--- config.mk ---
export PLATFORM = sky130hd
export DESIGN_NAME = ControlUnit
export DESIGN_NICKNAME = d
export VERILOG_FILES = /design/src/common/cpu_cfg.svh /design/src/common/cpuPkg.sv /design/src/control/ControlUnit.sv
export SDC_FILE = /design/constraint.sdc
export NUM_CORES = 1
export LEC_CHECK = 0
export BUFFER_PORTS_ARGS = -buffer_cell sky130_fd_sc_hd__buf_2
export CAP_MARGIN = 20
export CORE_MARGIN = 2
export CORE_UTILIZATION = 45
export CTS_BUF_LIST = sky130_fd_sc_hd__clkbuf_8
export DETAILED_ROUTE_END_ITERATION = 16
export GPL_TIMING_DRIVEN = 0
export PLACE_DENSITY = 0.88
export SLEW_MARGIN = 10
export SYNTH_ARGS = -nofsm -noshare
export SYNTH_HDL_FRONTEND = slang
export SYNTH_SLANG_ARGS = --single-unit
--- constraint.sdc ---
create_clock -name clock -period 2.35 [get_ports clock]
set_clock_uncertainty 0.1 [all_clocks]
set_input_delay 0.3525 -clock clock [delete_from_list [all_inputs] [get_ports clock]]
set_output_delay 0.3525 -clock clock [all_outputs]
set_load 0.03 [all_outputs]
--- src/common/cpu_cfg.svh ---
`ifndef CPU_CFG_SVH
`define CPU_CFG_SVH

// Width of the bus and of every register
`define DATA_WIDTH 32

// Program and data memory
`define MEM_DEPTH 512

// MAR low bits that reach the memory
`define ADDR_WIDTH 9

`endif
--- src/common/cpuPkg.sv ---
`default_nettype none

package cpuPkg;

	// Instruction class in IR[31:27]
	typedef enum logic [4:0] {
		opLd   = 5'd0,
		opLdi  = 5'd1,
		opSt   = 5'd2,
		opAdd  = 5'd3,
		opSub  = 5'd4,
		opAnd  = 5'd5,
		opOr   = 5'd6,
		opShl  = 5'd7,
		opShr  = 5'd8,
		opAddi = 5'd9,
		opMul  = 5'd10,
		opMfhi = 5'd11,
		opMflo = 5'd12,
		opBr   = 5'd13,
		opJal  = 5'd14,
		opJr   = 5'd15,
		opIn   = 5'd16,
		opOut  = 5'd17,
		opHalt = 5'd18
	} opcode_t;

	// Low two bits of the second register field in a branch
	typedef enum logic [1:0] {
		condZero     = 2'd0,
		condNonzero  = 2'd1,
		condPositive = 2'd2,
		condNegative = 2'd3
	} brCond_t;

	// Three register fields
	typedef struct packed {
		opcode_t     opcode;
		logic [3:0]  ra;
		logic [3:0]  rb;
		logic [3:0]  rc;
		logic [14:0] unused;
	} rFormat_t;

	// Two register fields and a 19-bit constant
	typedef struct packed {
		opcode_t     opcode;
		logic [3:0]  ra;
		logic [3:0]  rbCond;
		logic [18:0] constant;
	} iFormat_t;

	typedef union packed {
		rFormat_t rFormat;
		iFormat_t iFormat;
	} instrWord_t;

endpackage

`default_nettype wire

--- src/control/ControlUnit.sv ---
`timescale 1ns/1ps
`default_nettype none

// Execute steps per opcode
//   ld ra,C(rb)     5   st ra,C(rb)    5
//   ldi ra,C(rb)    3   alu ra,rb,rc   3   addi ra,rb,C  3
//   mul ra,rb       4   br ra,C        4
//   jal ra          2   others         1
module ControlUnit import cpuPkg::*; (
	input  logic        clock,
	input  logic        rst,
	input  instrWord_t  irData,
	input  logic        conBit,
	output logic        irIn,
	output logic        pcIn,
	output logic        ryIn,
	output logic        rzIn,
	output logic        marIn,
	output logic        mdrIn,
	output logic        hiIn,
	output logic        loIn,
	output logic        outportIn,
	output logic        hiOut,
	output logic        loOut,
	output logic        zHiOut,
	output logic        zLoOut,
	output logic        pcOut,
	output logic        mdrOut,
	output logic        inportOut,
	output logic        cOut,
	output logic        gra,
	output logic        grb,
	output logic        grc,
	output logic        rIn,
	output logic        rOut,
	output logic        baOut,
	output logic        conIn,
	output logic        incPc,
	output logic        jumpLink,
	output logic        memRead,
	output logic        memWrite,
	output opcode_t     aluOp,
	output logic        halted
);

	typedef enum logic [1:0] {sIdle, sFetch, sExec, sHalt} state_t;

	state_t      state;
	logic [2:0]  step;
	logic [2:0]  lastStep;
	opcode_t     op;

	assign op = irData.rFormat.opcode;

	always_comb begin
		case (op)
			opLd, opSt: lastStep = 3'd4;
			opLdi, opAdd, opSub, opAnd, opOr, opShl, opShr, opAddi: lastStep = 3'd2;
			opMul, opBr: lastStep = 3'd3;
			opJal: lastStep = 3'd1;
			default: lastStep = 3'd0;
		endcase
	end

	always_ff @(posedge clock) begin
		if (rst) begin
			state <= sIdle;
			step  <= '0;
		end else begin
			case (state)
				sIdle: begin
					state <= sFetch;
					step  <= '0;
				end
				sFetch: begin
					if (step == 3'd2) begin
						state <= sExec;
						step  <= '0;
					end else begin
						step <= step + 3'd1;
					end
				end
				sExec: begin
					if (step == lastStep) begin
						state <= (op == opHalt) ? sHalt : sFetch;
						step  <= '0;
					end else begin
						step <= step + 3'd1;
					end
				end
				default: ;
			endcase
		end
	end

	assign halted = (state == sHalt);

	always_comb begin
		irIn      = 1'b0;
		pcIn      = 1'b0;
		ryIn      = 1'b0;
		rzIn      = 1'b0;
		marIn     = 1'b0;
		mdrIn     = 1'b0;
		hiIn      = 1'b0;
		loIn      = 1'b0;
		outportIn = 1'b0;
		hiOut     = 1'b0;
		loOut     = 1'b0;
		zHiOut    = 1'b0;
		zLoOut    = 1'b0;
		pcOut     = 1'b0;
		mdrOut    = 1'b0;
		inportOut = 1'b0;
		cOut      = 1'b0;
		gra       = 1'b0;
		grb       = 1'b0;
		grc       = 1'b0;
		rIn       = 1'b0;
		rOut      = 1'b0;
		baOut     = 1'b0;
		conIn     = 1'b0;
		incPc     = 1'b0;
		jumpLink  = 1'b0;
		memRead   = 1'b0;
		memWrite  = 1'b0;
		aluOp     = opAdd;

		if (state == sFetch) begin
			case (step)
				3'd0: begin
					pcOut = 1'b1;
					marIn = 1'b1;
					incPc = 1'b1;
					rzIn  = 1'b1;
				end
				3'd1: begin
					zLoOut  = 1'b1;
					pcIn    = 1'b1;
					memRead = 1'b1;
					mdrIn   = 1'b1;
				end
				default: begin
					mdrOut = 1'b1;
					irIn   = 1'b1;
				end
			endcase
		end else if (state == sExec) begin
			case (op)
				opLd, opLdi, opSt: begin
					case (step)
						3'd0: begin
							grb   = 1'b1;
							baOut = 1'b1;
							ryIn  = 1'b1;
						end
						3'd1: begin
							cOut = 1'b1;
							rzIn = 1'b1;
						end
						3'd2: begin
							zLoOut = 1'b1;
							gra    = (op == opLdi);
							rIn    = (op == opLdi);
							marIn  = (op != opLdi);
						end
						3'd3: begin
							// ld keeps the address on the bus while MDR takes memory
							zLoOut  = (op == opLd);
							memRead = (op == opLd);
							gra     = (op == opSt);
							rOut    = (op == opSt);
							mdrIn   = 1'b1;
						end
						default: begin
							mdrOut   = 1'b1;
							gra      = (op == opLd);
							rIn      = (op == opLd);
							memWrite = (op == opSt);
						end
					endcase
				end
				opAdd, opSub, opAnd, opOr, opShl, opShr, opAddi: begin
					case (step)
						3'd0: begin
							grb  = 1'b1;
							rOut = 1'b1;
							ryIn = 1'b1;
						end
						3'd1: begin
							cOut  = (op == opAddi);
							grc   = (op != opAddi);
							rOut  = (op != opAddi);
							rzIn  = 1'b1;
							aluOp = op;
						end
						default: begin
							zLoOut = 1'b1;
							gra    = 1'b1;
							rIn    = 1'b1;
						end
					endcase
				end
				opMul: begin
					case (step)
						3'd0: begin
							gra  = 1'b1;
							rOut = 1'b1;
							ryIn = 1'b1;
						end
						3'd1: begin
							grb   = 1'b1;
							rOut  = 1'b1;
							rzIn  = 1'b1;
							aluOp = opMul;
						end
						3'd2: begin
							zLoOut = 1'b1;
							loIn   = 1'b1;
						end
						default: begin
							zHiOut = 1'b1;
							hiIn   = 1'b1;
						end
					endcase
				end
				opBr: begin
					case (step)
						3'd0: begin
							gra   = 1'b1;
							rOut  = 1'b1;
							conIn = 1'b1;
						end
						3'd1: begin
							pcOut = 1'b1;
							ryIn  = 1'b1;
						end
						3'd2: begin
							cOut = 1'b1;
							rzIn = 1'b1;
						end
						default: begin
							// Target is PC plus constant, taken only on a set condition
							zLoOut = 1'b1;
							pcIn   = conBit;
						end
					endcase
				end
				opJal: begin
					if (step == 3'd0) begin
						pcOut    = 1'b1;
						jumpLink = 1'b1;
					end else begin
						gra  = 1'b1;
						rOut = 1'b1;
						pcIn = 1'b1;
					end
				end
				opJr: begin
					gra  = 1'b1;
					rOut = 1'b1;
					pcIn = 1'b1;
				end
				opIn: begin
					inportOut = 1'b1;
					gra       = 1'b1;
					rIn       = 1'b1;
				end
				opOut: begin
					gra       = 1'b1;
					rOut      = 1'b1;
					outportIn = 1'b1;
				end
				opMfhi: begin
					hiOut = 1'b1;
					gra   = 1'b1;
					rIn   = 1'b1;
				end
				opMflo: begin
					loOut = 1'b1;
					gra   = 1'b1;
					rIn   = 1'b1;
				end
				opHalt: pcOut = 1'b1;
				default: ;
			endcase
		end
	end

endmodule

`default_nettype wire

==> metrics <==
outcome=complete, but fails checks; violations in the final reports=setup timing; GRT Resource Usage Total=between 20% and 30%; effective utilization at floorplan=46.82%; share of final-layout standard cells stronger than drive strength 1=a little over half; transition at the pin with the smallest max-transition slack=between 0.7 and 0.8 ns; cell types with the largest area share after synthesis=sky130_fd_sc_hd__ha_1, sky130_fd_sc_hd__dfxtp_1, sky130_fd_sc_hd__nand2_1, sky130_fd_sc_hd__a21oi_1, sky130_fd_sc_hd__nand3_1; Synth top cells by count=sky130_fd_sc_hd__nand2_1, sky130_fd_sc_hd__ha_1, sky130_fd_sc_hd__a21oi_1; DRC=0; met3 routing resource usage after global routing=4.082%; crit path launch type=input port; minimum setup slack among reg-to-reg paths=0.33 ns; number of clock sinks=5; Synth warnings=0; Max Cap Viol=0; synthesis-to-finish area growth=67.94%; capturing element type of the critical path=output port; FP Rows=19; number of buffers inserted during clock tree synthesis=3; number of flip-flops and latches in the synthesized netlist=5; CP Capture Point=ryIn; Max Fanout on Critical Path=5; class of the tightest hold or removal check=in2reg; Std-Cell Core Area=0.002734 mm2; detailed-placement wirelength estimate=about 2800 um; count of endpoints failing setup in the final report=12; worst reg2reg startpoint=step[1]; Reg clk slew, reported paths=approximately 0.030 ns; total count of max-transition violations in the final report=0; peak-usage layer in the global routing report=met2; met2 usage in global routing=50.57%; total overflow reported by the global router=0; number of synthesized flops with an enable pin=0; antenna-violating nets left=0; worst-case setup slack after placement=-0.3941 ns; Ports=69; post-synth top area cell=sky130_fd_sc_hd__ha_1; Vias=1,985; placed standard-cell area=0.001550 mm2; maximum operating frequency=394.6 MHz; sequential element share of the synthesized area=between 7 and 8%; start point of the worst hold path=rst; Total Power Consumption=0.001041 W; Antenna diodes=0; Horiz. Die Dim=57.33 um; detailed-route wire length=6381 um; FFs w/ async S/R, synth=0%; period utilization=107.8%; number of H-tree levels=1; overall die height=57.33 um; fin worst setup slack=-0.1843 ns; Worst setup startpoint=irData[27]; Port Buffers=38; layout net count=296; leakage power total=0.9352 nW; Power per Cell Area=484.2 mW/mm2; number of vias per cell=between 7 and 8; per-instance average area after synthesis=6.994 um2; highest ir drop seen on vdd=approximately 0.58 mV; clock tree from TritonCTS=built; hold buffer count at cts=0; iteration-0 DRC count of the detailed router=491; total die area=0.003287 mm2; CTS Root Cell=sky130_fd_sc_hd__clkbuf_8; top flip-flop cell by instance count after synthesis=sky130_fd_sc_hd__dfxtp_1; Synthesized Nets=232; Clk Latency, worst-skew pair=0.23 ns; detail-routed net length per standard cell=23.04 um; pin count of the biggest net entering global routing=11; cell with the most instances after synthesis=sky130_fd_sc_hd__nand2_1; start-to-end type of the worst setup path=in2out; final weighted congestion in routability-driven placement=1.006; length in cells of the worst reg-to-reg path=7; number of global-route vias before repair=1,589; first-pass GRT wire length=7659 um; Longest Clk Path Bufs=2; synthesized instance count=about 180; unrepaired setup endpoints after global routing=yes; library cells used by synthesis=50; Data required, critical path=1.90 ns; final core utilization=78.63%; shortest clock period the worst path allows after layout=between 2 and 3 ns; iteration count of the initial detailed-routing pass=12; post-synthesis cell area=0.001280 mm2; capturing point of the worst reg2reg path=state[0]; Worst Path Arrival=2.08 ns; worst slew margin relative to its limit=52.88%; Final Hold Slack=between 0.3 and 0.4 ns; met1 global-route usage=36.24%; number of antenna violations at the first check in global routing=0; share of Yosys cell area claimed by the top area cell type=13.69%; final cell area excluding filler cells=0.002150 mm2; hold violation total from the final report=0
## metal layers
layer	part of all wire [%]	vias up
li1	-	792
met5	0	-
met3	14	85
met4	10	0
met2	44	238
met1	32	870
## critical path: stages
cell,delay (ns)
sky130_fd_sc_hd__buf_12,0.10
sky130_fd_sc_hd__clkinv_8,0.06
sky130_fd_sc_hd__ha_4,0.19
sky130_fd_sc_hd__o32ai_4,0.35
sky130_fd_sc_hd__a221oi_4,0.15
sky130_fd_sc_hd__buf_4,0.17
sky130_fd_sc_hd__nor3_2,0.30
sky130_fd_sc_hd__nand2b_1,0.19
sky130_fd_sc_hd__a21oi_2,0.06
sky130_fd_sc_hd__buf_4,0.16
## logic make-up after synthesis
| family | share of synthesized area [%] |
|---|---|
| other cells | 0.2930 |
| flops | 7.820 |
| mux | 3.421 |
| xor+xnor | 2.053 |
| buf+inv | 9.678 |
| compound gates | 28.15 |
| simple gates | 34.90 |
| fa+ha+maj | 13.69 |
## flip-flops by register name (all words and copies together) (netlist names)
| signal | count |
|---|---|
| step | 3 |
| state | 2 |
## through the flow
step,setup TNS [ns],instances
6_report,-1.122,277
5_1_grt,-1.820,277
4_1_cts,-0.04127,266
3_5_place_dp,-2.692,252
3_3_place_gp,-2.251,252
2_1_floorplan,-0.2969,183
## final cells by class
type / count / area, um2
multi-input cells: 153 / 1376
fillers: 160 / 584.3
clock buffers: 3 / 41.29
flip-flops and latches: 5 / 110.1
well taps: 31 / 38.79
repair buffers: 60 / 416.7
clock inverters: 1 / 3.754
plain buffers: 14 / 102.6
inverters: 10 / 60.06
## what timing repair did
action	4_1_cts	5_1_grt
pin swaps	11	12
buffers inserted	11	11
setup endpoints to repair	28	18
gates resized for setup	68	42
## report_power, final
group          switching, W  internal, W
registers         0.0000329     0.000104
clock network     0.0000466     0.000112
logic              0.000455     0.000290
## layout by cell type, fill, tap and decap left out, types with 3 or more instances in the layout
cell type,count
sky130_fd_sc_hd__buf_2,31
sky130_fd_sc_hd__nand2_1,18
sky130_fd_sc_hd__buf_6,6
sky130_fd_sc_hd__inv_1,5
sky130_fd_sc_hd__nor2_1,8
sky130_fd_sc_hd__and3_1,6
sky130_fd_sc_hd__nor3_1,4
sky130_fd_sc_hd__ha_1,3
sky130_fd_sc_hd__nor3_4,3
sky130_fd_sc_hd__inv_2,3
sky130_fd_sc_hd__buf_4,32
sky130_fd_sc_hd__ha_4,10
sky130_fd_sc_hd__o21ai_1,4
sky130_fd_sc_hd__or3_1,5
sky130_fd_sc_hd__clkbuf_8,3
sky130_fd_sc_hd__o31ai_1,3
sky130_fd_sc_hd__o21ai_0,5
sky130_fd_sc_hd__mux2_2,3
sky130_fd_sc_hd__o211ai_1,4
sky130_fd_sc_hd__nand3_1,8
sky130_fd_sc_hd__a21oi_2,4
sky130_fd_sc_hd__a21oi_1,9
sky130_fd_sc_hd__nand2b_1,5
## worst min path at each step
stage | slack [ns] | cells past startpoint | endpoint
finish | 0.39 | 2 | step[2]
global route | 0.44 | 2 | step[1]
CTS | 0.41 | 2 | step[2]
detailed placement | 0.47 | 2 | step[0]
global placement | 0.45 | 2 | step[0]
floorplan | 0.41 | 2 | step[0]
Power figures use the tool's default switching activity.
