## config.mk

```make
export PLATFORM = sky130hd
export DESIGN_NAME = DataPath
export DESIGN_NICKNAME = d
export VERILOG_FILES = /design/src/common/cpuPkg.sv /design/src/datapath/DataPath.sv /design/src/datapath/BranchCondition.sv /design/src/datapath/Alu.sv /design/src/datapath/RegisterFile.sv
export VERILOG_INCLUDE_DIRS = /design/src /design/src/common
export SDC_FILE = /design/constraint.sdc
export NUM_CORES = 2
export LEC_CHECK = 0
export ABC_AREA = 1
export BUFFER_PORTS_ARGS = -buffer_cell sky130_fd_sc_hd__buf_4
export CELL_PAD_IN_SITES_DETAIL_PLACEMENT = 1
export CELL_PAD_IN_SITES_GLOBAL_PLACEMENT = 1
export CORE_UTILIZATION = 45
export CTS_BUF_LIST = sky130_fd_sc_hd__clkbuf_4
export CTS_CLUSTER_SIZE = 16
export DETAILED_ROUTE_END_ITERATION = 7
export MAX_ROUTING_LAYER = met4
export PLACE_DENSITY_LB_ADDON = 0.1
export SYNTH_ARGS = -nofsm -noshare
export SYNTH_HDL_FRONTEND = slang
export SYNTH_SLANG_ARGS = --single-unit
```

## constraint.sdc

```tcl
create_clock -name clock -period 34.1 [get_ports clock]
set_input_delay 10.23 -clock clock [delete_from_list [all_inputs] [get_ports clock]]
set_output_delay 10.23 -clock clock [all_outputs]
set_load 0.01 [all_outputs]
```

## src/common/cpu_cfg.svh

```systemverilog
`ifndef CPU_CFG_SVH
`define CPU_CFG_SVH

// Width of the bus and of every register
`define DATA_WIDTH 32

// Program and data memory
`define MEM_DEPTH 512

// MAR low bits that reach the memory
`define ADDR_WIDTH 9

`endif
```

## src/common/cpuPkg.sv

```systemverilog
`default_nettype none

package cpuPkg;

	// Instruction class in IR[31:27]
	typedef enum logic [4:0] {
		opLd   = 5'd0,
		opLdi  = 5'd1,
		opSt   = 5'd2,
		opAdd  = 5'd3,
		opSub  = 5'd4,
		opAnd  = 5'd5,
		opOr   = 5'd6,
		opShl  = 5'd7,
		opShr  = 5'd8,
		opAddi = 5'd9,
		opMul  = 5'd10,
		opMfhi = 5'd11,
		opMflo = 5'd12,
		opBr   = 5'd13,
		opJal  = 5'd14,
		opJr   = 5'd15,
		opIn   = 5'd16,
		opOut  = 5'd17,
		opHalt = 5'd18
	} opcode_t;

	// Low two bits of the second register field in a branch
	typedef enum logic [1:0] {
		condZero     = 2'd0,
		condNonzero  = 2'd1,
		condPositive = 2'd2,
		condNegative = 2'd3
	} brCond_t;

	// Three register fields
	typedef struct packed {
		opcode_t     opcode;
		logic [3:0]  ra;
		logic [3:0]  rb;
		logic [3:0]  rc;
		logic [14:0] unused;
	} rFormat_t;

	// Two register fields and a 19-bit constant
	typedef struct packed {
		opcode_t     opcode;
		logic [3:0]  ra;
		logic [3:0]  rbCond;
		logic [18:0] constant;
	} iFormat_t;

	typedef union packed {
		rFormat_t rFormat;
		iFormat_t iFormat;
	} instrWord_t;

endpackage

`default_nettype wire

```

## src/datapath/DataPath.sv

```systemverilog
`timescale 1ns/1ps
`default_nettype none

`include "cpu_cfg.svh"

module DataPath import cpuPkg::*; (
	input  logic                     clock,
	input  logic                     rst,
	// Register enables
	input  logic                     irIn,
	input  logic                     pcIn,
	input  logic                     ryIn,
	input  logic                     rzIn,
	input  logic                     marIn,
	input  logic                     mdrIn,
	input  logic                     hiIn,
	input  logic                     loIn,
	input  logic                     outportIn,
	// Bus source selects
	input  logic                     hiOut,
	input  logic                     loOut,
	input  logic                     zHiOut,
	input  logic                     zLoOut,
	input  logic                     pcOut,
	input  logic                     mdrOut,
	input  logic                     inportOut,
	input  logic                     cOut,
	// Register field controls
	input  logic                     gra,
	input  logic                     grb,
	input  logic                     grc,
	input  logic                     rIn,
	input  logic                     rOut,
	input  logic                     baOut,
	input  logic                     conIn,
	input  logic                     incPc,
	input  logic                     jumpLink,
	input  logic                     memRead,
	input  opcode_t                  aluOp,
	input  logic [`DATA_WIDTH-1:0]   memReadData,
	input  logic [`DATA_WIDTH-1:0]   inPort,
	output logic [`ADDR_WIDTH-1:0]   memAddr,
	output logic [`DATA_WIDTH-1:0]   memWriteData,
	output logic [`DATA_WIDTH-1:0]   outPort,
	output instrWord_t               irData,
	output logic                     conBit
);

	instrWord_t                ir;
	logic [`DATA_WIDTH-1:0]    pc;
	logic [`DATA_WIDTH-1:0]    ry;
	logic [`DATA_WIDTH-1:0]    rzHi;
	logic [`DATA_WIDTH-1:0]    rzLo;
	logic [`ADDR_WIDTH-1:0]    mar;
	logic [`DATA_WIDTH-1:0]    mdr;
	logic [`DATA_WIDTH-1:0]    hi;
	logic [`DATA_WIDTH-1:0]    lo;
	logic [`DATA_WIDTH-1:0]    inReg;
	logic [`DATA_WIDTH-1:0]    outReg;
	logic [`DATA_WIDTH-1:0]    bus;
	logic [`DATA_WIDTH-1:0]    regOut;
	logic [`DATA_WIDTH-1:0]    cSignExt;
	logic [2*`DATA_WIDTH-1:0]  aluResult;

	// Constant field extended from bit 18
	assign cSignExt = {{(`DATA_WIDTH-19){ir.iFormat.constant[18]}}, ir.iFormat.constant};

	// One source drives the bus per step
	always_comb begin
		case (1'b1)
			hiOut:        bus = hi;
			loOut:        bus = lo;
			zHiOut:       bus = rzHi;
			zLoOut:       bus = rzLo;
			pcOut:        bus = pc;
			mdrOut:       bus = mdr;
			inportOut:    bus = inReg;
			cOut:         bus = cSignExt;
			rOut, baOut:  bus = regOut;
			default:      bus = '0;
		endcase
	end

	always_ff @(posedge clock) begin
		if (rst) begin
			ir     <= '0;
			pc     <= '0;
			ry     <= '0;
			rzHi   <= '0;
			rzLo   <= '0;
			mar    <= '0;
			mdr    <= '0;
			hi     <= '0;
			lo     <= '0;
			inReg  <= '0;
			outReg <= '0;
		end else begin
			if (irIn)      ir   <= bus;
			if (pcIn)      pc   <= bus;
			if (ryIn)      ry   <= bus;
			if (marIn)     mar  <= bus[`ADDR_WIDTH-1:0];
			if (hiIn)      hi   <= bus;
			if (loIn)      lo   <= bus;
			if (outportIn) outReg <= bus;
			if (rzIn) begin
				rzHi <= aluResult[2*`DATA_WIDTH-1:`DATA_WIDTH];
				rzLo <= aluResult[`DATA_WIDTH-1:0];
			end
			// MDR takes memory data on a read, the bus otherwise
			if (mdrIn) mdr <= memRead ? memReadData : bus;
			// Input port sampled every cycle
			inReg <= inPort;
		end
	end

	// Memory latches its read address on the same edge as MAR
	assign memAddr      = marIn ? bus[`ADDR_WIDTH-1:0] : mar;
	assign memWriteData = mdr;
	assign outPort      = outReg;
	assign irData       = ir;

	RegisterFile RegisterFile_inst (
		.clock    (clock),
		.rst      (rst),
		.irData   (ir),
		.gra      (gra),
		.grb      (grb),
		.grc      (grc),
		.rIn      (rIn),
		.rOut     (rOut),
		.baOut    (baOut),
		.jumpLink (jumpLink),
		.busIn    (bus),
		.regOut   (regOut)
	);

	Alu Alu_inst (
		.a      (ry),
		.b      (bus),
		.op     (aluOp),
		.incPc  (incPc),
		.result (aluResult)
	);

	BranchCondition BranchCondition_inst (
		.clock  (clock),
		.rst    (rst),
		.irData (ir),
		.bus    (bus),
		.conIn  (conIn),
		.conBit (conBit)
	);

endmodule

`default_nettype wire

```

## src/datapath/BranchCondition.sv

```systemverilog
`timescale 1ns/1ps
`default_nettype none

`include "cpu_cfg.svh"

module BranchCondition import cpuPkg::*; (
	input  logic                    clock,
	input  logic                    rst,
	input  instrWord_t              irData,
	input  logic [`DATA_WIDTH-1:0]  bus,
	input  logic                    conIn,
	output logic                    conBit
);

	brCond_t cond;
	logic    condMet;

	assign cond = brCond_t'(irData.iFormat.rbCond[1:0]);

	// Positive means strictly greater than zero
	always_comb begin
		case (cond)
			condZero:     condMet = (bus == '0);
			condNonzero:  condMet = (bus != '0);
			condPositive: condMet = !bus[`DATA_WIDTH-1] && (bus != '0);
			default:      condMet = bus[`DATA_WIDTH-1];
		endcase
	end

	always_ff @(posedge clock) begin
		if (rst) begin
			conBit <= 1'b0;
		end else if (conIn) begin
			conBit <= condMet;
		end
	end

endmodule

`default_nettype wire

```

## src/datapath/Alu.sv

```systemverilog
`timescale 1ns/1ps
`default_nettype none

`include "cpu_cfg.svh"

module Alu import cpuPkg::*; (
	input  logic [`DATA_WIDTH-1:0]    a,
	input  logic [`DATA_WIDTH-1:0]    b,
	input  opcode_t                   op,
	input  logic                      incPc,
	output logic [2*`DATA_WIDTH-1:0]  result
);

	logic [`DATA_WIDTH-1:0]           lowPart;
	logic signed [2*`DATA_WIDTH-1:0]  product;

	// Full signed product
	assign product = $signed(a) * $signed(b);

	always_comb begin
		// Add covers add, addi and address arithmetic
		lowPart = a + b;
		case (op)
			opSub: lowPart = a - b;
			opAnd: lowPart = a & b;
			opOr:  lowPart = a | b;
			opShl: lowPart = a << b[4:0];
			opShr: lowPart = a >> b[4:0];
			default: ;
		endcase

		// PC increment during fetch
		if (incPc) begin
			lowPart = b + 1'b1;
		end

		if (op == opMul && !incPc) begin
			result = product;
		end else begin
			result = {{`DATA_WIDTH{1'b0}}, lowPart};
		end
	end

endmodule

`default_nettype wire

```

## src/datapath/RegisterFile.sv

```systemverilog
`timescale 1ns/1ps
`default_nettype none

`include "cpu_cfg.svh"

module RegisterFile import cpuPkg::*; (
	input  logic                    clock,
	input  logic                    rst,
	input  instrWord_t              irData,
	input  logic                    gra,
	input  logic                    grb,
	input  logic                    grc,
	input  logic                    rIn,
	input  logic                    rOut,
	input  logic                    baOut,
	input  logic                    jumpLink,
	input  logic [`DATA_WIDTH-1:0]  busIn,
	output logic [`DATA_WIDTH-1:0]  regOut
);

	logic [`DATA_WIDTH-1:0] regs [16];
	logic [3:0]             sel;

	// Only one of gra/grb/grc is high in a step
	assign sel = ({4{gra}} & irData.rFormat.ra)
		| ({4{grb}} & irData.rFormat.rb)
		| ({4{grc}} & irData.rFormat.rc);

	always_ff @(posedge clock) begin
		if (rst) begin
			for (int i = 0; i < 16; i++) begin
				regs[i] <= '0;
			end
		end else begin
			if (rIn) begin
				regs[sel] <= busIn;
			end
			// Link register, independent of the field select
			if (jumpLink) begin
				regs[15] <= busIn;
			end
		end
	end

	// R0 reads as zero when used as a base address
	always_comb begin
		if (!(rOut || baOut)) begin
			regOut = '0;
		end else if (baOut && sel == 4'd0) begin
			regOut = '0;
		end else begin
			regOut = regs[sel];
		end
	end

endmodule

`default_nettype wire

```

==> impl_metrics.yaml <==
timing:
  slew_headroom_pct: -5.458
  fin_crit_sh_pct: 74.30
  slew_violations: 2
  finalSetupViolations: 0
  fin_setup_tns_ns: 0
  final_hold_viol_count: 0
  worst_slew_pin_slew_ns: 1.565
  grt_setup_unrepaired: "no"
  fmax_mhz: 39.47
  finalClockSkew_ns: 0.2252
  fin_crit_ns: 25.34
yosys:
  syn-instance-count: 9970
  synthArstFlopShare_pct: 0
  syn_nets: 11370
  synth_seq_cells: 842
  synth-edff-count: 512
  seq_area_frac_synth_pct: 27.47
  ys_top_cells_by_area: "fa_1 (27%), edfxtp_1 (19%), nand2_1 (9.4%)"
  ys.flop_type: "edfxtp_1"
  yosys.area.top_type: "fa_1"
  synth.distinct_cells: 65
  syn_area_um2: 80020
  synth_top_area_share_pct: 27.09
  synth_warnings: 0
  avgSynthCellArea_um2: 8.026
pwr:
  leakage_nw: 40.17
  p_int_mw: 4.104
  ir_drop_mv: 0.1828
  pwr-share-seq_pct: 12.2
  pwr-share-clk_pct: 10.3
  p_switching_mw: 5.478
  power_density_nw_per_um2: 110.3
  switching_share_pct: 57.17
  combPwrFrac_pct: 77.4
setup_path:
  endpoint_kind: "primary output"
  r2r_cells: 46
  critPathKind: "input pin to primary output"
  r2r-end: "rzHi[29]$_SDFFE_PP0P_"
  path_max_fanout: 73
  worstReg2RegStart: "irData[19]$_SDFFE_PP0P_"
  cp-start-kind: "input pin"
  critPathRequiredTime_ns: 23.87
  cp.arrival_ns: 15.11
  timing.critical_path.from: "grb"
  r2r_setup_slack_ns: 18.97
global_routing:
  grt_util_all_layers_pct: 43.43
  grt_pass1_wl_um: 542300
  antenna_found_initial: 29
  grt_start_max_net_pins: 113
  grt_pass1_vias: 77920
  gr-total-overflow: 0
clock_tree:
  cts_tree: "yes"
  ctsHtreeMaxLevel: 4
  path_clk_slew_ns: 0.06
  cts_resized: 0
  clockRootBuffer: "clkbuf_4"
  postCtsSetupBuffers: 0
  insertion_delay_ns: 1.49
  cts_hold_buf: 0
  numCtsBuffers: 237
  clk_path_buf_depth: 3
  clock_sinks: 842
cells_and_area:
  final_area_um2: 86840
  fin_nets: 11400
  stdcell_count: 12550
  utilization_pct: 49.26
  fillers: 21490
  synthToLayoutAreaGrowth_pct: 8.523
  drive_gt1_share_pct: 9.915
placement:
  numPortBuffers: 203
  place_congestion: 1.037
  place_hpwl_um: 276300
  dp_cells: 12100
  placedInstanceArea_um2: 83670
min_path:
  worst_hold_path_type: "flop to flop"
  min_to: "mar[0]$_SDFF_PP0_"
  min_path_cells: 2
  hp-start: "mar[0]$_SDFF_PP0_"
route:
  drt_wl_total_um: 377900
  ant_nets: 0
  via_per_inst: 5.842
  drtIter0Drc: 6456
  drc_errors: 18
  drtPass1Iterations: 8
  wire_per_inst_um: 30.10
  routed-via-count: 73330
status:
  failed_checks: "DRC, capacitance limit, slew limit"
  status: "finished with violations"
floorplanning:
  die_y_um: 423.7
  start_util_pct: 45.39
  num_io_pins: 204
  fp.dieArea_um2: 179500
  fp.dieW_um: 423.7
  rows: 154
  core_area_um2: 176300
run:
  max_cap_viol_count: 1
## state kept, by name, indices dropped and copies added, names as in the netlist, 9 cells and up
| name | count |
|---|---|
| pc | 32 |
| mar | 9 |
| rzLo | 32 |
| ry | 32 |
| rzHi | 32 |
| hi | 32 |
| irData | 32 |
| memWriteData | 32 |
| lo | 32 |
| outPort | 32 |
| inReg | 32 |
| RegisterFile_inst.regs | 512 |
## per-stage QoR
stage                     hold slack [ns]  setup slack, ns  total power [mW]
after floorplan                    0.4456            11.22             5.937
after global placement             0.4536            8.883             8.260
after detailed placement           0.4576            8.878             8.455
after CTS                          0.4667            8.847             9.478
after global routing               0.4861            8.518             10.27
final                              0.4721            8.763             9.582
## critical path: stages
cell	delay [ns]
buf_4	0.11
nand2_2	0.25
nand3_4	0.68
buf_4	0.62
buf_4	0.69
o21ai_0	0.17
nand2_1	0.09
nand2_1	0.06
nand2_1	0.05
nand3_1	0.28
o21ai_1	0.42
nand2_1	0.24
nand2_1	0.15
nand2_1	0.06
nand2_1	0.18
nand2_1	0.09
nand2_1	0.16
nand2_1	0.09
nand2_2	0.10
nand2_1	0.08
nand2_1	0.08
buf_4	0.12
## synth_stat cells (6+ instances only)
| library cell | n |
|---|---|
| nand2_1 | 1999 |
| nor2_1 | 1508 |
| inv_1 | 1453 |
| fa_1 | 1083 |
| a21oi_1 | 606 |
| edfxtp_1 | 512 |
| o21ai_0 | 511 |
| nand3_1 | 443 |
| clkbuf_1 | 413 |
| dfxtp_1 | 330 |
| ha_1 | 220 |
| buf_1 | 117 |
| o21ai_1 | 76 |
| or2_2 | 74 |
| buf_2 | 67 |
| o211ai_1 | 61 |
| nand4_1 | 60 |
| xor2_1 | 56 |
| o22ai_1 | 47 |
| clkinv_1 | 33 |
| buf_4 | 29 |
| xnor2_1 | 27 |
| a31oi_1 | 23 |
| inv_2 | 23 |
| nor3_1 | 23 |
| nand2_2 | 18 |
| a21boi_0 | 16 |
| buf_6 | 15 |
| nor2_2 | 12 |
| o21bai_1 | 9 |
| o221ai_1 | 9 |
| a21o_1 | 8 |
| o21a_1 | 8 |
| nor4_1 | 7 |
| nand3b_1 | 6 |
| or2_0 | 6 |
| or2_1 | 6 |
## placed cells by master (no fill, tap or decap), types with 23 or more instances in the layout
cell type,netlist,routed
ha_1,220,220
o211ai_1,61,61
nand4_1,60,60
xnor2_1,27,27
nand2_1,1999,1986
edfxtp_1,512,512
nand3_1,443,443
xor2_1,56,56
o21ai_0,511,511
buf_4,29,429
clkbuf_4,0,345
o21ai_1,76,74
a31oi_1,23,23
diode_2,0,26
or2_2,74,74
inv_2,23,26
fa_1,1083,1083
clkinv_1,33,91
dfxtp_1,330,310
inv_1,1453,1450
o22ai_1,47,47
a21oi_1,606,604
nor2_1,1508,1504
## logic make-up (layout without fill, tap and decap cells)
group	after synthesis	after routing	share of synthesized area, %
compound gates	1401	1401	9.375
simple gates	4188	4188	21.21
flops	842	842	27.47
xor+xnor	83	83	0.9085
fa+ha+maj	1303	1303	30.53
other cells	0	26	0
buf+inv	2153	2370	10.51
## final cells by class
| class | instances | area [um2] | share of cell area (%) |
|---|---|---|---|
| diodes | 26 | 65.06 | 0.07492 |
| clock buffers | 345 | 2590 | 2.982 |
| clock inverters | 86 | 515.5 | 0.5936 |
| inverters | 1510 | 5678 | 6.538 |
| multi-input cells | 6975 | 49840 | 57.39 |
| flip-flops and latches | 842 | 22010 | 25.34 |
| well taps | 2340 | 2928 | 3.371 |
| repair buffers | 429 | 3221 | 3.709 |
## power by group through the flow
stage          Sequential [mW]  Combinational (mW)  Clock [mW]
6_report                  1.17                7.42       0.990
3_5_place_dp              1.19                7.26           0
3_3_place_gp              1.19                7.07           0
2_1_floorplan             1.18                4.76           0
4_1_cts                   1.17                7.30        1.00
5_1_grt                   1.18                8.04        1.06
## layer usage
layer  wire length [um]  share of wire [%]  vias up  global-route usage (%)
met5                  0                  0        -                       -
met4              31920                8.4        0                   30.64
met3              27420                7.3     1055                   7.204
met2             177600                 47     3331                   68.94
met1             141000                 37    37790                   50.18
li1                   -                  -    31150                       -
## worst max-delay path by stage
stage,to,depth (start not counted)
finish,memAddr[1],22
global route,memAddr[3],21
CTS,memAddr[3],21
detailed placement,memAddr[3],21
global placement,memAddr[3],21
floorplan,memAddr[3],24
Power figures use the tool's default switching activity.
